--- src/tof_defs.svh ---
`ifndef TOF_DEFS_SVH
`define TOF_DEFS_SVH

// histogram geometry

// bits of one bin index, 16 bins per histogram
`define NB 4

// timestamp holds a coarse field over a fine field
`define TS_W (2 * `NB)

// bits of one bin count
`define PEAK_W 8

// pixels visited round-robin
`define PIXEL_NUM 2

// events per pixel on each visit
`define DATA_NUM 3

// full pixel sweeps per pass
`define ACQ_NUM 2

// one histogram per pixel in the shared bin memory
`define BIN_NUM (`PIXEL_NUM * (1 << `NB))

`endif

--- src/tof_pkg.sv ---
`include "tof_defs.svh"

package tof_pkg;

    // coarse decode, upper field picks the bin
    typedef struct packed {
        logic [`NB-1:0]        coarse_bin;
        logic [`TS_W-`NB-1:0]  residue;
    } ts_coarse_t;

    // fine decode, upper field must match the coarse peak
    typedef struct packed {
        logic [`NB-1:0]        window_tag;
        logic [`TS_W-`NB-1:0]  fine_bin;
    } ts_fine_t;

    // one timestamp, read through either view depending on the pass
    typedef union packed {
        ts_coarse_t coarse;
        ts_fine_t   fine;
    } ts_word_u;

    // event handed from bin_select to his_builder
    typedef struct packed {
        logic           valid;
        logic [`NB-1:0] pixel;
        logic [`NB-1:0] bin;
        logic           last;
    } hist_event_t;

    // peak of one histogram at pass end
    typedef struct packed {
        logic [`NB-1:0]     bin;
        logic [`PEAK_W-1:0] count;
    } pixel_peak_t;

    // frame result of one pixel
    typedef struct packed {
        logic [`NB-1:0]     ch_bin;
        logic [`NB-1:0]     fh_bin;
        logic [`PEAK_W-1:0] fh_count;
    } peak_result_t;

endpackage

--- src/event_sequencer.sv ---
`include "tof_defs.svh"

module event_sequencer (
    input  logic           clk,
    input  logic           combin_res,
    input  logic           ts_valid,
    output logic [`NB-1:0] pixel,
    output logic           his_num,
    output logic           pass_last
);

    localparam int IN_W  = $clog2(`DATA_NUM);
    localparam int ACQ_W = $clog2(`ACQ_NUM);

    // terminal values of the three counters
    localparam logic [IN_W-1:0]  IN_LAST  = IN_W'(`DATA_NUM - 1);
    localparam logic [`NB-1:0]   PIX_LAST = `NB'(`PIXEL_NUM - 1);
    localparam logic [ACQ_W-1:0] ACQ_LAST = ACQ_W'(`ACQ_NUM - 1);

    logic [IN_W-1:0]  in_cnt;
    logic [ACQ_W-1:0] acq_cnt;
    logic             in_wrap;
    logic             pix_wrap;
    logic             acq_wrap;

    always_comb begin
        in_wrap  = (in_cnt == IN_LAST);
        pix_wrap = (pixel == PIX_LAST);
        acq_wrap = (acq_cnt == ACQ_LAST);
    end

    // strobe that closes the pass, all counters at their limit
    assign pass_last = ts_valid && in_wrap && pix_wrap && acq_wrap;

    always_ff @(posedge clk or negedge combin_res) begin
        if (!combin_res) begin
            in_cnt  <= '0;
            pixel   <= '0;
            acq_cnt <= '0;
            his_num <= 1'b0;
        end else if (ts_valid) begin
            // events within one pixel visit
            if (in_wrap) begin
                in_cnt <= '0;
                // next pixel once its events are in
                if (pix_wrap) begin
                    pixel <= '0;
                    // one sweep over all pixels done
                    if (acq_wrap) begin
                        acq_cnt <= '0;
                    end else begin
                        acq_cnt <= acq_cnt + 1'b1;
                    end
                end else begin
                    pixel <= pixel + 1'b1;
                end
            end else begin
                in_cnt <= in_cnt + 1'b1;
            end
            // coarse to fine and back, visible the cycle after
            if (pass_last) begin
                his_num <= ~his_num;
            end
        end
    end

endmodule

--- src/bin_select.sv ---
`include "tof_defs.svh"

module bin_select import tof_pkg::*; (
    input  logic           ts_valid,
    input  ts_word_u       ts_word,
    input  logic           his_num,
    input  logic [`NB-1:0] pixel,
    input  logic           pass_last,
    input  logic [`NB-1:0] ch_peak,
    output hist_event_t    ev
);

    logic in_window;

    always_comb begin
        // fine window is the coarse peak bin of this pixel
        in_window = (ts_word.fine.window_tag == ch_peak);

        ev.pixel = pixel;
        // last marker rides on every strobe, gated or not
        ev.last  = pass_last;

        if (his_num) begin
            // fine pass, lower field is the bin
            ev.bin   = ts_word.fine.fine_bin;
            // outside the window the slot is used but nothing counts
            ev.valid = ts_valid && in_window;
        end else begin
            // coarse pass, upper field is the bin
            ev.bin   = ts_word.coarse.coarse_bin;
            ev.valid = ts_valid;
        end
    end

endmodule

--- src/his_builder.sv ---
`include "tof_defs.svh"

module his_builder import tof_pkg::*; (
    input  logic                          clk,
    input  logic                          combin_res,
    input  hist_event_t                   ev,
    output logic                          pass_done,
    output pixel_peak_t [`PIXEL_NUM-1:0]  peaks
);

    localparam int ADDR_W = $clog2(`BIN_NUM);
    localparam int PIX_W  = $clog2(`PIXEL_NUM);

    localparam logic [`PEAK_W-1:0] CNT_ONE = 1;

    // bin counts, one histogram per pixel
    logic [`PEAK_W-1:0] bin_mem [`BIN_NUM];
    // set on first hit, cleared in bulk at pass end
    logic [`BIN_NUM-1:0] bin_vld;

    logic [ADDR_W-1:0]  addr;
    logic [`PEAK_W-1:0] new_cnt;

    // compare stage
    logic               s1_vld;
    logic               s1_last;
    logic [`PEAK_W-1:0] s1_cnt;
    logic [`NB-1:0]     s1_bin;
    logic [PIX_W-1:0]   s1_pix;

    // running maximum and its bin per pixel
    pixel_peak_t [`PIXEL_NUM-1:0] max_q;

    // pixel selects the histogram, bin the entry within it
    assign addr = ADDR_W'({ev.pixel, ev.bin});

    always_comb begin
        // stale count from an earlier pass reads as empty
        if (bin_vld[addr]) begin
            new_cnt = bin_mem[addr] + 1'b1;
        end else begin
            new_cnt = CNT_ONE;
        end
    end

    // read-modify-write in the strobe cycle
    always_ff @(posedge clk) begin
        if (ev.valid) begin
            bin_mem[addr] <= new_cnt;
        end
        s1_cnt <= new_cnt;
        s1_bin <= ev.bin;
        s1_pix <= PIX_W'(ev.pixel);
    end

    always_ff @(posedge clk or negedge combin_res) begin
        if (!combin_res) begin
            bin_vld   <= '0;
            max_q     <= '0;
            s1_vld    <= 1'b0;
            s1_last   <= 1'b0;
            pass_done <= 1'b0;
        end else begin
            if (pass_done) begin
                // lazy clear, every histogram starts empty next pass
                bin_vld <= '0;
                max_q   <= '0;
            end else begin
                if (ev.valid) begin
                    bin_vld[addr] <= 1'b1;
                end
                // strictly greater, so ties keep the earlier bin
                if (s1_vld && (s1_cnt > max_q[s1_pix].count)) begin
                    max_q[s1_pix].bin   <= s1_bin;
                    max_q[s1_pix].count <= s1_cnt;
                end
            end
            s1_vld    <= ev.valid;
            s1_last   <= ev.last;
            // two cycles after the last strobe, maxima are final
            pass_done <= s1_last;
        end
    end

    // peaks are sampled while pass_done is high
    assign peaks = max_q;

endmodule

--- src/peak_store.sv ---
`include "tof_defs.svh"

module peak_store import tof_pkg::*; (
    input  logic                          clk,
    input  logic                          combin_res,
    input  logic                          pass_done,
    input  logic                          his_num,
    input  pixel_peak_t [`PIXEL_NUM-1:0]  peaks,
    input  logic [`NB-1:0]                pixel,
    input  logic [`NB-1:0]                rd_pixel,
    output logic [`NB-1:0]                ch_peak,
    output logic                          peak_done,
    output peak_result_t                  peak_rd
);

    localparam int PIX_W = $clog2(`PIXEL_NUM);

    // per-pixel frame results
    peak_result_t [`PIXEL_NUM-1:0] res_q;

    // his_num has already toggled when pass_done arrives,
    // high here means the coarse pass just ended
    always_ff @(posedge clk or negedge combin_res) begin
        if (!combin_res) begin
            res_q     <= '0;
            peak_done <= 1'b0;
        end else begin
            if (pass_done) begin
                for (int i = 0; i < `PIXEL_NUM; i++) begin
                    if (his_num) begin
                        res_q[i].ch_bin <= peaks[i].bin;
                    end else begin
                        res_q[i].fh_bin   <= peaks[i].bin;
                        res_q[i].fh_count <= peaks[i].count;
                    end
                end
            end
            // frame complete once the fine peaks are in
            peak_done <= pass_done && !his_num;
        end
    end

    // window for the fine pass of the pixel now served
    assign ch_peak = res_q[PIX_W'(pixel)].ch_bin;

    // readout by pixel index
    assign peak_rd = res_q[PIX_W'(rd_pixel)];

endmodule

--- src/tof_histogram_top.sv ---
`include "tof_defs.svh"

module tof_histogram_top import tof_pkg::*; (
    input  logic           clk,
    input  logic           combin_res,
    input  logic           ts_valid,
    input  ts_word_u       ts_word,
    input  logic [`NB-1:0] rd_pixel,
    output logic           his_num,
    output logic           peak_done,
    output peak_result_t   peak_rd
);

    logic [`NB-1:0]               pixel;
    logic                         pass_last;
    hist_event_t                  ev;
    logic                         pass_done;
    pixel_peak_t [`PIXEL_NUM-1:0] peaks;
    logic [`NB-1:0]               ch_peak;

    // event, pixel and acquisition counting
    event_sequencer u_seq (
        .clk        (clk),
        .combin_res (combin_res),
        .ts_valid   (ts_valid),
        .pixel      (pixel),
        .his_num    (his_num),
        .pass_last  (pass_last)
    );

    // timestamp decode and fine window gate
    bin_select u_sel (
        .ts_valid  (ts_valid),
        .ts_word   (ts_word),
        .his_num   (his_num),
        .pixel     (pixel),
        .pass_last (pass_last),
        .ch_peak   (ch_peak),
        .ev        (ev)
    );

    // bin counts and running peaks
    his_builder u_his (
        .clk        (clk),
        .combin_res (combin_res),
        .ev         (ev),
        .pass_done  (pass_done),
        .peaks      (peaks)
    );

    // coarse and fine results, readout
    peak_store u_store (
        .clk        (clk),
        .combin_res (combin_res),
        .pass_done  (pass_done),
        .his_num    (his_num),
        .peaks      (peaks),
        .pixel      (pixel),
        .rd_pixel   (rd_pixel),
        .ch_peak    (ch_peak),
        .peak_done  (peak_done),
        .peak_rd    (peak_rd)
    );

endmodule

--- config.mk ---
export PLATFORM = sky130hd
export DESIGN_NAME = tof_histogram_top
export DESIGN_NICKNAME = d
export VERILOG_FILES = /design/src/tof_pkg.sv /design/src/event_sequencer.sv /design/src/bin_select.sv /design/src/his_builder.sv /design/src/peak_store.sv /design/src/tof_histogram_top.sv
export VERILOG_INCLUDE_DIRS = /design/src
export SDC_FILE = /design/constraint.sdc
export NUM_CORES = 1
export LEC_CHECK = 0
export ABC_CLOCK_PERIOD_IN_PS = 4550
export BUFFER_PORTS_ARGS = -buffer_cell sky130_fd_sc_hd__buf_2
export CORE_MARGIN = 5
export CORE_UTILIZATION = 51
export DETAILED_ROUTE_END_ITERATION = 12
export HOLD_SLACK_MARGIN = 0.1
export PLACE_DENSITY = 0.67
export SLEW_MARGIN = 20
export SYNTH_ARGS = -nofsm -noshare
export SYNTH_HDL_FRONTEND = slang
export SYNTH_SLANG_ARGS = --single-unit
--- constraint.sdc ---
create_clock -name clk -period 4.55 [get_ports clk]
set_clock_uncertainty 0.1 [all_clocks]
set_input_delay 0.6825 -clock clk [delete_from_list [all_inputs] [get_ports clk]]
set_output_delay 0.6825 -clock clk [all_outputs]
set_load 0.01 [all_outputs]
==> report_table.html, run 1 <==
<table>
<tr><th>Metric</th><th>Value</th></tr>
<tr><th colspan="2">Drt</th></tr>
<tr><td>Via count</td><td>9,813</td></tr>
<tr><td>First DRT Iteration DRCs</td><td>1,093</td></tr>
<tr><td>Residual antenna-violating net count after detailed routing</td><td>0</td></tr>
<tr><td>Post-detailed-routing wire length</td><td>38,600 um</td></tr>
<tr><td>Routed wire length per instance</td><td>23.8 um</td></tr>
<tr><td>Via count normalized by instance count</td><td>6.04</td></tr>
<tr><td>Initial DRT Pass Iterations</td><td>5</td></tr>
<tr><td>Residual DRC</td><td>0</td></tr>
<tr><th colspan="2">Critical path</th></tr>
<tr><td>R2r startpoint</td><td>u_seq.pixel[0]</td></tr>
<tr><td>Beginning of the critical path</td><td>u_seq.pixel[0]</td></tr>
<tr><td>Startpoint Class</td><td>flop</td></tr>
<tr><td>Slowest stage cell on the critical path</td><td>sky130_fd_sc_hd__dfrtp_1</td></tr>
<tr><td>R2R cell count</td><td>9</td></tr>
<tr><td>Arrival time of data at the critical path endpoint</td><td>4.47 ns</td></tr>
<tr><td>CP bufs+invs</td><td>1</td></tr>
<tr><td>Data required time at the worst endpoint</td><td>4.80 ns</td></tr>
<tr><td>Minimum setup slack among reg-to-reg paths</td><td>0.33 ns</td></tr>
<tr><td>Crit-path max FO</td><td>21</td></tr>
<tr><td>Chain of cells forming the critical path</td><td>nor4bb_1 -&gt; or2_2 -&gt; a221oi_1 -&gt; o22ai_1 -&gt; nor3_4 -&gt; nand4_2 -&gt; or3_1 -&gt; a21boi_2 -&gt; buf_4</td></tr>
<tr><td>Critical R2R Capture</td><td>u_his.bin_mem[23][5]</td></tr>
<tr><td>Worst Setup End Kind</td><td>flop</td></tr>
<tr><td>Startpoint-to-endpoint class of the critical path</td><td>flop to flop</td></tr>
<tr><td>Cell family with the largest share of critical-path delay</td><td>simple AND/OR/NAND/NOR gates</td></tr>
<tr><td>Slowest Stage Delay on Critical Path</td><td>0.90 ns</td></tr>
<tr><th colspan="2">Floorplanning</th></tr>
<tr><td>Standard-cell rows</td><td>63</td></tr>
<tr><td>Count of pins on the block boundary</td><td>33</td></tr>
<tr><td>Die height</td><td>184 um</td></tr>
<tr><td>Total core area</td><td>29,700 um^2</td></tr>
<tr><td>Floorplan die width</td><td>184 um</td></tr>
<tr><td>Floorplan die area</td><td>33,700 um^2</td></tr>
<tr><td>Initial standard-cell utilization of the core</td><td>0.517</td></tr>
<tr><th colspan="2">Cells and area</th></tr>
<tr><td>Filler cells</td><td>2,294</td></tr>
<tr><td>NumNets Final</td><td>1,228</td></tr>
<tr><td>Antenna Diode Count</td><td>0</td></tr>
<tr><td>Commonest cells after routing, fill and taps aside</td><td>sky130_fd_sc_hd__edfxtp_1, sky130_fd_sc_hd__nand2_1, sky130_fd_sc_hd__dfrtp_1, sky130_fd_sc_hd__nor2_1, sky130_fd_sc_hd__buf_4</td></tr>
<tr><td>Most frequent standard cell in the layout excluding fill and tap cells</td><td>sky130_fd_sc_hd__edfxtp_1</td></tr>
<tr><td>Layout Area Growth over Synthesis</td><td>15.0%</td></tr>
<tr><td>Share of layout cells above drive strength 1</td><td>0.208</td></tr>
<tr><th colspan="2">STA</th></tr>
<tr><td>RSZ-0062 raised after global routing</td><td>false</td></tr>
<tr><td>Portion of the clock cycle consumed by the worst path in the final layout</td><td>0.928</td></tr>
<tr><td>Final count of negative-setup-slack endpoints</td><td>0</td></tr>
<tr><td>Worst-Margin Slew</td><td>0.934 ns</td></tr>
<tr><td>Total count of hold-check failures in the final report</td><td>0</td></tr>
<tr><td>Total count of max-transition violations in the final report</td><td>0</td></tr>
<tr><td>Max Freq</td><td>237 MHz</td></tr>
<tr><td>Setup Total Neg Slack</td><td>0 ns</td></tr>
<tr><td>Final worst setup slack</td><td>0.326 ns</td></tr>
<tr><td>Slew Limit Headroom</td><td>0.377</td></tr>
<tr><td>Minimum period implied by the final worst setup slack</td><td>4.22 ns</td></tr>
<tr><th colspan="2">Yosys</th></tr>
<tr><td>Async set or reset register ratio after synthesis</td><td>0.271</td></tr>
<tr><td>Post-synth net total</td><td>1,134</td></tr>
<tr><td>Ys flop type</td><td>sky130_fd_sc_hd__edfxtp_1</td></tr>
<tr><td>Synthesized area per cell</td><td>13.8 um^2</td></tr>
<tr><td>Area of the mapped netlist</td><td>15,400 um^2</td></tr>
<tr><td>Number of distinct library cells after synthesis</td><td>74</td></tr>
<tr><td>Post-synth EDFFs</td><td>256</td></tr>
<tr><td>Number of flip-flops and latches in the synthesized netlist</td><td>369</td></tr>
<tr><td>Cell count after synthesis</td><td>1,110</td></tr>
<tr><td>Seq/Total Area, Yosys</td><td>0.680</td></tr>
<tr><td>Yosys warnings</td><td>0</td></tr>
<tr><th colspan="2">GRT</th></tr>
<tr><td>Largest net degree at the start of global routing</td><td>74</td></tr>
<tr><td>Vias in the first global route</td><td>9,690</td></tr>
<tr><td>First-pass GRT wire length</td><td>59,100 um</td></tr>
<tr><td>Antenna violations before repair</td><td>0</td></tr>
<tr><td>Global routing usage summed across all routing layers</td><td>0.230</td></tr>
<tr><td>Remaining global-route overflow</td><td>0</td></tr>
<tr><th colspan="2">Placement</th></tr>
<tr><td>Routability cong.</td><td>0.958</td></tr>
<tr><td>Placed wire-length estimate after detailed placement</td><td>25,300 um</td></tr>
<tr><td>Buffers on Ports</td><td>29</td></tr>
<tr><td>Minimum setup slack after placement</td><td>0.269 ns</td></tr>
<tr><th colspan="2">Clock network</th></tr>
<tr><td>Number of CTS-inserted buffers</td><td>39</td></tr>
<tr><td>Cell chosen for the clock root</td><td>sky130_fd_sc_hd__clkbuf_16</td></tr>
<tr><td>Clock slew at reported path FFs</td><td>0.06 ns</td></tr>
<tr><td>Clock tree buffer depth</td><td>3</td></tr>
<tr><td>Setup Buffers After CTS</td><td>0</td></tr>
<tr><td>PostCTS Resize Cnt</td><td>0</td></tr>
<tr><td>Number of buffers inserted by hold repair at cts</td><td>0</td></tr>
<tr><td>Number of H-tree branching levels</td><td>2</td></tr>
<tr><td>Worst skew pair latency</td><td>0.54 ns</td></tr>
<tr><td>CTS sink cnt</td><td>369</td></tr>
<tr><td>TritonCTS clock tree</td><td>built</td></tr>
<tr><th colspan="2">Run</th></tr>
<tr><td>Max-cap violation count</td><td>0</td></tr>
<tr><th colspan="2">Power and ir drop</th></tr>
<tr><td>Static leakage power</td><td>6.92 nW</td></tr>
<tr><td>Worst supply voltage drop on vdd</td><td>0.373 mV</td></tr>
<tr><td>Total power density per cell area</td><td>701 nW/um^2</td></tr>
<tr><th colspan="2">Min path</th></tr>
<tr><td>Hold crit path type</td><td>input port to asynchronous set/reset pin</td></tr>
<tr><th colspan="2">Outcome</th></tr>
<tr><td>Outcome</td><td>finished clean</td></tr>
</table>
## cells in the mapped netlist (5+ instances only)
master                     number  share of area
sky130_fd_sc_hd__a21oi_1       54          0.018
sky130_fd_sc_hd__nor3_1        12         0.0039
sky130_fd_sc_hd__a22oi_1        5         0.0024
sky130_fd_sc_hd__o22ai_1       11         0.0045
sky130_fd_sc_hd__edfxtp_1     256           0.50
sky130_fd_sc_hd__dfxtp_1       13          0.017
sky130_fd_sc_hd__dfrtp_1      100           0.16
sky130_fd_sc_hd__mux4_2         8          0.012
sky130_fd_sc_hd__xnor2_1        8         0.0046
sky130_fd_sc_hd__nand2_1      143          0.035
sky130_fd_sc_hd__ha_1           9         0.0073
sky130_fd_sc_hd__a31oi_1        8         0.0033
sky130_fd_sc_hd__clkbuf_1      27         0.0066
sky130_fd_sc_hd__buf_4          9         0.0044
sky130_fd_sc_hd__mux2_2        59          0.043
sky130_fd_sc_hd__nand3_1       47          0.015
sky130_fd_sc_hd__o32ai_1        6         0.0034
sky130_fd_sc_hd__mux2i_1       73          0.048
sky130_fd_sc_hd__o21ai_0       12         0.0039
sky130_fd_sc_hd__buf_2         14         0.0046
sky130_fd_sc_hd__nand4_1       11         0.0045
sky130_fd_sc_hd__a32oi_1        7         0.0040
sky130_fd_sc_hd__nor2_1        85          0.021
sky130_fd_sc_hd__inv_1          6         0.0015
sky130_fd_sc_hd__a22o_1        26          0.015
## logic make-up (layout without fill, tap and decap cells)
family / after synthesis / count (layout) / synth area share
DFF: 369 / 369 / 0.680
AOI/OAI and AO/OA: 165 / 165 / 0.0737
xor gates and xnor gates: 11 / 11 / 0.00627
adders and majority gates: 9 / 9 / 0.00733
muxes: 141 / 141 / 0.104
buffers and inverters: 68 / 192 / 0.0238
and+or+nand+nor: 347 / 347 / 0.104
## cell type report
cell class              instances  area (um^2)  area share
clock buffers                  50         1070      0.0605
clock inverters                21          245      0.0139
inverters                       9         38.8     0.00220
multi-input cells             673         4570       0.259
flip-flops and latches        369        10500       0.592
well taps                     390          488      0.0276
repair buffers                112          796      0.0451
## metal layers
layer / wire, um / vias up / GRT usage
li1: - / 4375 / -
met1: 16200 / 4925 / 0.339
met2: 17900 / 431 / 0.357
met3: 3300 / 82 / 0.0358
met4: 1180 / 0 / 0.0715
met5: 0 / - / 0
## through the flow
step	cells	cell area (um^2)	power, mW	hold WS (ns)	utilization
finish	1624	17700	12.4	0.188	0.594
global route	1624	17700	12.9	0.249	0.594
CTS	1624	17700	12.4	0.213	0.594
detailed placement	1553	16300	9.16	0.235	0.550
global placement	1553	16300	9.05	0.234	0.550
floorplan	1110	15400	7.49	0.231	-
## state kept, by name (all words and copies together), names as in the netlist
| name | flops |
|---|---|
| u_his.pass_done | 1 |
| u_his.s1_bin | 4 |
| u_seq.acq_cnt | 1 |
| u_store.res_q | 32 |
| u_his.s1_last | 1 |
| u_his.s1_vld | 1 |
| u_seq.pixel | 4 |
| u_his.s1_cnt | 8 |
| u_his.s1_pix | 1 |
| u_seq.in_cnt | 2 |
| u_seq.his_num | 1 |
| u_store.peak_done | 1 |
| u_his.peaks | 24 |
| u_his.bin_mem | 256 |
| u_his.bin_vld | 32 |
## where the power goes
part / switching (mW) / leakage [nW] / internal, mW
registers: 0.340 / 3.74 / 4.92
logic: 2.55 / 2.53 / 1.33
clock network: 1.28 / 0.644 / 1.95
## worst max path at each step
| stage | cells past startpoint | slack (ns) | to |
|---|---|---|---|
| final | 9 | 0.33 | u_his.bin_mem[23][5] |
| after global routing | 9 | 0.11 | u_his.bin_mem[23][5] |
| after CTS | 9 | 0.39 | u_his.bin_mem[23][5] |
| after detailed placement | 12 | 0.27 | u_his.bin_mem[30][5] |
| after global placement | 11 | 0.30 | u_his.bin_mem[31][5] |
| after floorplan | 10 | 0.35 | u_his.bin_mem[0][6] |
Note: power is estimated with default switching activity, not from simulation.
==> inputs of run 2 (changes only) <==
--- a/config.mk
+++ b/config.mk
@@ -6,9 +6,8 @@
 export SDC_FILE = /design/constraint.sdc
 export NUM_CORES = 1
 export LEC_CHECK = 0
-export ABC_CLOCK_PERIOD_IN_PS = 4550
+export ABC_CLOCK_PERIOD_IN_PS = 4890
 export BUFFER_PORTS_ARGS = -buffer_cell sky130_fd_sc_hd__buf_2
-export CORE_MARGIN = 5
 export CORE_UTILIZATION = 51
 export DETAILED_ROUTE_END_ITERATION = 12
 export HOLD_SLACK_MARGIN = 0.1
==> constraint.sdc (replaced) <==
create_clock -name clk -period 4.89 [get_ports clk]
set_clock_uncertainty 0.1 [all_clocks]
set_input_delay 0.7335 -clock clk [delete_from_list [all_inputs] [get_ports clk]]
set_output_delay 0.7335 -clock clk [all_outputs]
set_load 0.01 [all_outputs]
==> run 2 against run 1 <==
Compared with the run above:
- first-iteration DRC count decreased by 8.7%
- fmax increased by 0.81%
- sequential cell count unchanged
- sequential share of layout area increased by 0.83 points
- sequential power decreased by 7.2%
- register-to-register slack improved by 0.37 ns
- clock power decreased by 8.7%
- worst hold slack improved by 0.058 ns
- cell area decreased by 1.4%
- critical path type unchanged
- highest routed layer unchanged
==> report_table.html, run 2 (synthesized netlist as in run 1, its figures left out) <==
<table>
<tr><th>Metric</th><th>Value</th></tr>
<tr><th colspan="2">STA</th></tr>
<tr><td>Setup Total Neg Slack</td><td>0 ns (unchanged)</td></tr>
<tr><td>RSZ-0062 raised after global routing</td><td>false</td></tr>
<tr><td>Worst-Margin Slew</td><td>1.12 ns (+0.181 ns)</td></tr>
<tr><td>Total count of max-transition violations in the final report</td><td>0 (unchanged)</td></tr>
<tr><td>WHS</td><td>0.246 ns (+0.0579 ns)</td></tr>
<tr><td>Minimum period implied by the final worst setup slack</td><td>4.19 ns (-0.0340 ns)</td></tr>
<tr><td>Total count of hold-check failures in the final report</td><td>0 (unchanged)</td></tr>
<tr><td>Slew Limit Headroom</td><td>0.257 (-0.121)</td></tr>
<tr><td>Final count of negative-setup-slack endpoints</td><td>0 (unchanged)</td></tr>
<tr><td>Final worst setup slack</td><td>0.700 ns (+0.374 ns)</td></tr>
<tr><td>Portion of the clock cycle consumed by the worst path in the final layout</td><td>0.857 (-0.0715)</td></tr>
<tr><td>Max Freq</td><td>239 MHz (+0.81%)</td></tr>
<tr><th colspan="2">GRT</th></tr>
<tr><td>First-pass GRT wire length</td><td>57,900 um (-2.1%)</td></tr>
<tr><td>Largest net degree at the start of global routing</td><td>79 (+6.8%)</td></tr>
<tr><td>Antenna violations before repair</td><td>0 (unchanged)</td></tr>
<tr><td>Vias in the first global route</td><td>9,447 (-2.5%)</td></tr>
<tr><td>Global routing usage summed across all routing layers</td><td>0.252 (+0.0222)</td></tr>
<tr><td>Remaining global-route overflow</td><td>0 (unchanged)</td></tr>
<tr><th colspan="2">Run</th></tr>
<tr><td>Max-cap violation count</td><td>0 (unchanged)</td></tr>
<tr><th colspan="2">Critical path</th></tr>
<tr><td>Critical R2R Capture</td><td>u_his.bin_mem[19][6]</td></tr>
<tr><td>Minimum setup slack among reg-to-reg paths</td><td>0.70 ns (+0.37 ns)</td></tr>
<tr><td>Crit-path max FO</td><td>29 (+38%)</td></tr>
<tr><td>Startpoint Class</td><td>flop</td></tr>
<tr><td>R2r startpoint</td><td>u_seq.his_num</td></tr>
<tr><td>Chain of cells forming the critical path</td><td>mux2i_4 -&gt; inv_2 -&gt; nand2_1 -&gt; o32ai_1 -&gt; nor3_1 -&gt; nand4_1 -&gt; ha_1 -&gt; nand3_1 -&gt; or3_1 -&gt; a21boi_2 -&gt; buf_4</td></tr>
<tr><td>Slowest Stage Delay on Critical Path</td><td>0.63 ns (-0.27 ns)</td></tr>
<tr><td>Startpoint-to-endpoint class of the critical path</td><td>flop to flop</td></tr>
<tr><td>R2R cell count</td><td>11 (+2)</td></tr>
<tr><td>Arrival time of data at the critical path endpoint</td><td>4.43 ns (-0.04 ns)</td></tr>
<tr><td>Worst Setup End Kind</td><td>flop</td></tr>
<tr><td>Slowest stage cell on the critical path</td><td>sky130_fd_sc_hd__o32ai_1</td></tr>
<tr><td>Data required time at the worst endpoint</td><td>5.13 ns (+0.33 ns)</td></tr>
<tr><th colspan="2">Clock network</th></tr>
<tr><td>Number of H-tree branching levels</td><td>2 (unchanged)</td></tr>
<tr><td>Number of buffers inserted by hold repair at cts</td><td>0 (unchanged)</td></tr>
<tr><td>Number of CTS-inserted buffers</td><td>39 (unchanged)</td></tr>
<tr><td>Clock tree buffer depth</td><td>3 (unchanged)</td></tr>
<tr><td>Worst skew pair latency</td><td>0.54 ns (about the same)</td></tr>
<tr><td>Clock slew at reported path FFs</td><td>0.07 ns (about the same)</td></tr>
<tr><td>Cell chosen for the clock root</td><td>sky130_fd_sc_hd__clkbuf_16</td></tr>
<tr><td>PostCTS Resize Cnt</td><td>0 (unchanged)</td></tr>
<tr><td>Setup Buffers After CTS</td><td>0 (unchanged)</td></tr>
<tr><td>CTS sink cnt</td><td>369 (unchanged)</td></tr>
<tr><td>TritonCTS clock tree</td><td>built</td></tr>
<tr><th colspan="2">Placement</th></tr>
<tr><td>Post-Place Cell Area</td><td>16,100 um^2 (-1.3%)</td></tr>
<tr><td>Minimum setup slack after placement</td><td>0.566 ns (+0.297 ns)</td></tr>
<tr><td>Placed wire-length estimate after detailed placement</td><td>24,500 um (-3.2%)</td></tr>
<tr><td>Buffers on Ports</td><td>29 (unchanged)</td></tr>
<tr><td>Post-Place Cells</td><td>1,529 (-1.5%)</td></tr>
<tr><td>Routability cong.</td><td>0.904 (-5.6%)</td></tr>
<tr><th colspan="2">Cells and area</th></tr>
<tr><td>Final core area utilization</td><td>0.587 (-0.00669)</td></tr>
<tr><td>Most frequent standard cell in the layout excluding fill and tap cells</td><td>sky130_fd_sc_hd__edfxtp_1</td></tr>
<tr><td>Largest register FFs</td><td>256 (unchanged)</td></tr>
<tr><td>Leading registers by flop count</td><td>u_his.bin_mem: 256 flops, u_his.bin_vld: 32 flops, u_store.res_q: 32 flops</td></tr>
<tr><td>Register cell area after layout</td><td>10,500 um^2 (unchanged)</td></tr>
<tr><td>Antenna Diode Count</td><td>0 (unchanged)</td></tr>
<tr><td>Non-Filler Instances</td><td>1,597 (-1.7%)</td></tr>
<tr><td>NumNets Final</td><td>1,204 (-2.0%)</td></tr>
<tr><td>Top register by number of flip-flops</td><td>u_his.bin_mem</td></tr>
<tr><td>Commonest cells after routing, fill and taps aside</td><td>sky130_fd_sc_hd__edfxtp_1, sky130_fd_sc_hd__nand2_1, sky130_fd_sc_hd__dfrtp_1, sky130_fd_sc_hd__nor2_1, sky130_fd_sc_hd__mux2i_1</td></tr>
<tr><td>Share of layout cells above drive strength 1</td><td>0.191 (-0.0177)</td></tr>
<tr><td>Layout Area Growth over Synthesis</td><td>13.4%</td></tr>
<tr><td>Multi-input logic area</td><td>4570 um^2 (about the same)</td></tr>
<tr><td>Filler cells</td><td>2,350 (+2.4%)</td></tr>
<tr><td>Finished Cell Area</td><td>17,400 um^2 (-1.4%)</td></tr>
<tr><th colspan="2">Drt</th></tr>
<tr><td>Via count normalized by instance count</td><td>6.07 (+0.46%)</td></tr>
<tr><td>First DRT Iteration DRCs</td><td>998 (-8.7%)</td></tr>
<tr><td>Routed wire length per instance</td><td>23.9 um (+0.55%)</td></tr>
<tr><td>Post-detailed-routing wire length</td><td>38,200 um (-1.1%)</td></tr>
<tr><td>Residual DRC</td><td>0 (unchanged)</td></tr>
<tr><td>Initial DRT Pass Iterations</td><td>5 (unchanged)</td></tr>
<tr><td>Via count</td><td>9,694 (-1.2%)</td></tr>
<tr><td>Residual antenna-violating net count after detailed routing</td><td>0 (unchanged)</td></tr>
<tr><th colspan="2">Floorplanning</th></tr>
<tr><td>Total core area</td><td>29,600 um^2 (-0.27%)</td></tr>
<tr><td>Die height</td><td>176 um (-4.4%)</td></tr>
<tr><td>Floorplan die width</td><td>176 um (-4.4%)</td></tr>
<tr><td>Floorplan die area</td><td>30,800 um^2 (-8.5%)</td></tr>
<tr><td>Count of pins on the block boundary</td><td>33 (unchanged)</td></tr>
<tr><td>Standard-cell rows</td><td>63 (unchanged)</td></tr>
<tr><td>Initial standard-cell utilization of the core</td><td>0.518 (+0.00137)</td></tr>
<tr><th colspan="2">Min path</th></tr>
<tr><td>Number of cells on the worst hold path</td><td>0</td></tr>
<tr><td>Hold endpoint</td><td>u_his.pass_done</td></tr>
<tr><td>Hold Path Origin</td><td>u_his.s1_last</td></tr>
<tr><td>Hold crit path type</td><td>flop to flop</td></tr>
<tr><th colspan="2">Power and ir drop</th></tr>
<tr><td>Static leakage power</td><td>6.76 nW (-2.3%)</td></tr>
<tr><td>Worst supply voltage drop on vdd</td><td>0.409 mV (+9.8%)</td></tr>
<tr><td>Total power density per cell area</td><td>655 nW/um^2 (-6.5%)</td></tr>
<tr><td>Total design power</td><td>11.4 mW (-7.8%)</td></tr>
<tr><th colspan="2">Outcome</th></tr>
<tr><td>Outcome</td><td>finished clean</td></tr>
</table>
==> run 2: cell count changes in the layout (fill, tap and decap cells not counted), moves of 2 or more <==
| cell | change |
|---|---|
| sky130_fd_sc_hd__clkbuf_8 | -3 |
| sky130_fd_sc_hd__buf_12 | -2 |
| sky130_fd_sc_hd__clkinv_1 | +2 |
| sky130_fd_sc_hd__buf_4 | -22 |
==> run 2: critical path: cells and delay by family (launching register included) <==
kind | cells | cell delay (ns)
simple gates | 5 | 1.23
buf+inv | 2 | 0.88
compound gates | 2 | 0.84
flops | 1 | 0.47
mux | 1 | 0.23
fa+ha+maj | 1 | 0.21
==> run 2: final cells by class <==
class	count	area share
clock buffer	46	0.0588
clock inverter	22	0.0142
inverter	9	0.00223
multi-input combinational	673	0.263
sequential	369	0.600
tap	390	0.0280
timing repair buffer	88	0.0339
==> run 2: worst max path at each step <==
| stage | depth (start not counted) | start | slack (ns) | endpoint |
|---|---|---|---|---|
| after CTS | 11 | u_seq.his_num | 0.77 | u_his.bin_mem[9][6] |
| after detailed placement | 12 | ts_word[4] | 0.57 | u_his.bin_mem[29][6] |
| after global placement | 12 | ts_word[4] | 0.60 | u_his.bin_mem[31][6] |
| after floorplan | 10 | ts_word[7] | 0.64 | u_his.bin_mem[0][6] |
| final | 11 | u_seq.his_num | 0.70 | u_his.bin_mem[19][6] |
| after global routing | 11 | u_seq.his_num | 0.60 | u_his.bin_mem[9][6] |
==> run 2: power by group <==
part / switching (mW) / internal [mW] / leakage (nW)
clock: 1.19 / 1.76 / 0.617
combinational: 2.38 / 1.19 / 2.40
sequential: 0.308 / 4.57 / 3.74
==> run 2: layer usage <==
layer	wire length [um]	share of wire	track usage	up-vias
met5	0	0	0	-
met4	1380	0.036	0.106	0
met2	17600	0.46	0.392	411
li1	-	-	-	4327
met3	2630	0.069	0.0374	92
met1	16600	0.43	0.357	4864
==> inputs of run 3 (changes only) <==
==> constraint.sdc (replaced) <==
create_clock -name clk -period 4.89 [get_ports clk]
set_clock_uncertainty 0.1 [all_clocks]
set_input_delay 0.2445 -clock clk [delete_from_list [all_inputs] [get_ports clk]]
set_output_delay 0.2445 -clock clk [all_outputs]
set_load 0.01 [all_outputs]
==> run 3 against run 2 <==
Compared with the run above:
- total power shrank 1.8%
- largest power group unchanged
- worst setup slack worse by 0.074 ns
- register-to-register slack got worse by 0.07 ns
- critical endpoint is now u_his.bin_mem[20][2]
- largest cell class unchanged
==> report_table.html, run 3 (synthesized netlist as in run 1, its figures left out) <==
<table>
<tr><th>Metric</th><th>Value</th></tr>
<tr><th colspan="2">Outcome</th></tr>
<tr><td>Outcome</td><td>finished clean</td></tr>
<tr><th colspan="2">Clock network</th></tr>
<tr><td>Clock slew at reported path FFs</td><td>0.06 ns (about the same)</td></tr>
<tr><td>CTS sink cnt</td><td>369 (unchanged)</td></tr>
<tr><td>Clock tree buffer depth</td><td>3 (unchanged)</td></tr>
<tr><td>Worst skew pair latency</td><td>0.54 ns (about the same)</td></tr>
<tr><td>TritonCTS clock tree</td><td>built</td></tr>
<tr><td>Number of CTS-inserted buffers</td><td>39 (unchanged)</td></tr>
<tr><td>Cell chosen for the clock root</td><td>sky130_fd_sc_hd__clkbuf_16</td></tr>
<tr><td>Number of H-tree branching levels</td><td>2 (unchanged)</td></tr>
<tr><td>Setup Buffers After CTS</td><td>0 (unchanged)</td></tr>
<tr><th colspan="2">Cells and area</th></tr>
<tr><td>Multi-input logic area</td><td>4570 um^2 (unchanged)</td></tr>
<tr><td>Final core area utilization</td><td>0.586 (-0.00105)</td></tr>
<tr><td>Top register by number of flip-flops</td><td>u_his.bin_mem</td></tr>
<tr><td>Register cell area after layout</td><td>10,500 um^2 (unchanged)</td></tr>
<tr><td>Leading registers by flop count</td><td>u_his.bin_mem: 256 flops, u_his.bin_vld: 32 flops, u_store.res_q: 32 flops</td></tr>
<tr><td>Layout Area Growth over Synthesis</td><td>13.2%</td></tr>
<tr><td>Most frequent standard cell in the layout excluding fill and tap cells</td><td>sky130_fd_sc_hd__edfxtp_1</td></tr>
<tr><td>Finished Cell Area</td><td>17,400 um^2 (-0.18%)</td></tr>
<tr><td>Antenna Diode Count</td><td>0 (unchanged)</td></tr>
<tr><td>Largest register FFs</td><td>256 (unchanged)</td></tr>
<tr><td>Non-Filler Instances</td><td>1,601 (+0.25%)</td></tr>
<tr><td>Filler cells</td><td>2,305 (-1.9%)</td></tr>
<tr><td>Commonest cells after routing, fill and taps aside</td><td>sky130_fd_sc_hd__edfxtp_1, sky130_fd_sc_hd__nand2_1, sky130_fd_sc_hd__dfrtp_1, sky130_fd_sc_hd__nor2_1, sky130_fd_sc_hd__mux2i_1</td></tr>
<tr><td>NumNets Final</td><td>1,205 (+0.083%)</td></tr>
<tr><td>Share of layout cells above drive strength 1</td><td>0.185 (-0.00558)</td></tr>
<tr><th colspan="2">STA</th></tr>
<tr><td>Portion of the clock cycle consumed by the worst path in the final layout</td><td>0.872 (+0.0151)</td></tr>
<tr><td>Minimum period implied by the final worst setup slack</td><td>4.26 ns (+0.0738 ns)</td></tr>
<tr><td>Total count of hold-check failures in the final report</td><td>0 (unchanged)</td></tr>
<tr><td>Max Freq</td><td>235 MHz (-1.7%)</td></tr>
<tr><td>Worst-Margin Slew</td><td>0.968 ns (-0.147 ns)</td></tr>
<tr><td>Final count of negative-setup-slack endpoints</td><td>0 (unchanged)</td></tr>
<tr><td>Total count of max-transition violations in the final report</td><td>0 (unchanged)</td></tr>
<tr><td>Setup Total Neg Slack</td><td>0 ns (unchanged)</td></tr>
<tr><td>RSZ-0062 raised after global routing</td><td>false</td></tr>
<tr><td>Slew Limit Headroom</td><td>0.355 (+0.0981)</td></tr>
<tr><th colspan="2">Floorplanning</th></tr>
<tr><td>Standard-cell rows</td><td>63 (unchanged)</td></tr>
<tr><td>Floorplan die width</td><td>176 um (unchanged)</td></tr>
<tr><td>Floorplan die area</td><td>30,800 um^2 (unchanged)</td></tr>
<tr><td>Count of pins on the block boundary</td><td>33 (unchanged)</td></tr>
<tr><td>Initial standard-cell utilization of the core</td><td>0.518 (unchanged)</td></tr>
<tr><td>Total core area</td><td>29,600 um^2 (unchanged)</td></tr>
<tr><td>Die height</td><td>176 um (unchanged)</td></tr>
<tr><th colspan="2">Drt</th></tr>
<tr><td>First DRT Iteration DRCs</td><td>1,185 (+19%)</td></tr>
<tr><td>Initial DRT Pass Iterations</td><td>5 (unchanged)</td></tr>
<tr><td>Post-detailed-routing wire length</td><td>37,700 um (-1.1%)</td></tr>
<tr><td>Via count normalized by instance count</td><td>6.04 (-0.53%)</td></tr>
<tr><td>Via count</td><td>9,667 (-0.28%)</td></tr>
<tr><td>Residual DRC</td><td>0 (unchanged)</td></tr>
<tr><td>Routed wire length per instance</td><td>23.6 um (-1.4%)</td></tr>
<tr><td>Residual antenna-violating net count after detailed routing</td><td>0 (unchanged)</td></tr>
<tr><th colspan="2">GRT</th></tr>
<tr><td>Largest net degree at the start of global routing</td><td>67 (-15%)</td></tr>
<tr><td>M1 GR Usage</td><td>0.357 (about the same)</td></tr>
<tr><td>Remaining global-route overflow</td><td>0 (unchanged)</td></tr>
<tr><td>GR met3 Demand/Resource</td><td>0.0377 (+0.000216)</td></tr>
<tr><td>Met2 track demand over resource in global routing</td><td>0.390 (-0.00198)</td></tr>
<tr><td>First-pass GRT wire length</td><td>57,300 um (-1.1%)</td></tr>
<tr><td>Vias in the first global route</td><td>9,400 (-0.50%)</td></tr>
<tr><td>Global routing usage summed across all routing layers</td><td>0.250 (-0.00231)</td></tr>
<tr><td>GRT Max-Usage Layer</td><td>met2</td></tr>
<tr><td>Antenna violations before repair</td><td>0 (unchanged)</td></tr>
<tr><th colspan="2">Power and ir drop</th></tr>
<tr><td>Total net switching power</td><td>3.85 mW (-0.72%)</td></tr>
<tr><td>Clock power frac</td><td>0.246 (-0.013)</td></tr>
<tr><td>Part of the power in combinational logic</td><td>0.319 (+0.006)</td></tr>
<tr><td>Total power density per cell area</td><td>644 nW/um^2 (-1.7%)</td></tr>
<tr><td>Worst supply voltage drop on vdd</td><td>0.459 mV (+12%)</td></tr>
<tr><td>Static leakage power</td><td>6.74 nW (-0.26%)</td></tr>
<tr><td>Int Pwr</td><td>7.34 mW (-2.4%)</td></tr>
<tr><td>Total design power</td><td>11.2 mW (-1.8%)</td></tr>
<tr><td>Sequential cell fraction of total power</td><td>0.436 (+0.008)</td></tr>
<tr><td>Net switching fraction of the power</td><td>0.344 (+0.00389)</td></tr>
<tr><th colspan="2">Placement</th></tr>
<tr><td>Buffers on Ports</td><td>29 (unchanged)</td></tr>
<tr><td>Post-Place Cell Area</td><td>16,100 um^2 (-0.12%)</td></tr>
<tr><td>Routability cong.</td><td>0.900 (-0.42%)</td></tr>
<tr><td>Post-Place Cells</td><td>1,523 (-0.39%)</td></tr>
<tr><td>Placed wire-length estimate after detailed placement</td><td>24,400 um (-0.46%)</td></tr>
<tr><th colspan="2">Critical path</th></tr>
<tr><td>Worst Setup End Kind</td><td>flop</td></tr>
<tr><td>Startpoint-to-endpoint class of the critical path</td><td>flop to flop</td></tr>
<tr><td>Startpoint Class</td><td>flop</td></tr>
<tr><td>Arrival time of data at the critical path endpoint</td><td>4.50 ns (+0.07 ns)</td></tr>
<tr><td>Crit-path max FO</td><td>55 (+90%)</td></tr>
<tr><td>Data required time at the worst endpoint</td><td>5.12 ns (about the same)</td></tr>
<tr><th colspan="2">Min path</th></tr>
<tr><td>Hold crit path type</td><td>input port to asynchronous set/reset pin</td></tr>
<tr><th colspan="2">Run</th></tr>
<tr><td>Max-cap violation count</td><td>0 (unchanged)</td></tr>
</table>
run 3: changes by cell type in the layout (fill, tap and decap cells not counted), sizes merged:
cell,before,now
clkinvlp,2,0
inv,10,9
clkinv,14,18
buf,88,83
bufinv,5,1
dlygate4sd3,0,6
clkbuf,46,52
run 3: metal layers:
layer	part of all wire	vias up
li1	-	4321
met1	0.43	4841
met2	0.47	427
met3	0.072	78
met4	0.033	0
met5	0	-
run 3: timing repair:
| item | in CTS | in global routing |
|---|---|---|
| endpoints found under the hold margin | 39 | 0 |
| hold buffers | 6 | 0 |
| gates resized for setup | 0 | 0 |
run 3: final cells by class:
type,count,share of cell area
Multi-Input combinational cell,673,0.263
Timing Repair Buffer,89,0.0367
Inverter,9,0.00223
Tap cell,390,0.0281
Clock inverter,19,0.00763
Sequential cell,369,0.601
Clock buffer,52,0.0609
run 3: worst max-delay path, cell delays in order (launching register included):
cell and delay [ns]:
sky130_fd_sc_hd__dfrtp_1 0.47, sky130_fd_sc_hd__mux2i_4 0.25, sky130_fd_sc_hd__inv_6 0.43, sky130_fd_sc_hd__buf_4 0.47, sky130_fd_sc_hd__mux2i_1 0.33, sky130_fd_sc_hd__nor3_1 0.10, sky130_fd_sc_hd__o21ai_0 0.29, sky130_fd_sc_hd__nand4_1 0.21
sky130_fd_sc_hd__ha_1 0.28, sky130_fd_sc_hd__xor2_1 0.14, sky130_fd_sc_hd__and2_1 0.60, sky130_fd_sc_hd__buf_4 0.38
run 3: path summary, 6_finish.rpt:
kind                          startpoint                   end  slack [ns]  cells after the start
setup / recovery           u_seq.his_num  u_his.bin_mem[20][2]        0.63                     11
hold / removal                combin_res      u_store.res_q[2]        0.12                      2
setup reg to reg           u_seq.his_num  u_his.bin_mem[20][2]        0.63                     11
hold reg to reg            u_his.s1_last       u_his.pass_done        0.25                      0
max in group asynchronous     combin_res        u_seq.pixel[3]        3.40                      3
min in group clk           u_his.s1_last       u_his.pass_done        0.25                      0
run 3: power by group through the flow:
stage	combinational [mW]	clock, mW	sequential [mW]
after CTS	3.54	2.79	4.88
after detailed placement	3.52	0	4.93
after floorplan	2.13	0	4.83
final	3.57	2.75	4.88
after global placement	3.45	0	4.92
after global routing	3.84	2.91	4.93
run 3: through the flow:
stage | setup WS (ns) | hold slack, ns
CTS | 0.638 | 0.115
finish | 0.626 | 0.115
global placement | 0.716 | 0.112
floorplan | 0.878 | -0.151
detailed placement | 0.663 | 0.116
global route | 0.434 | 0.159
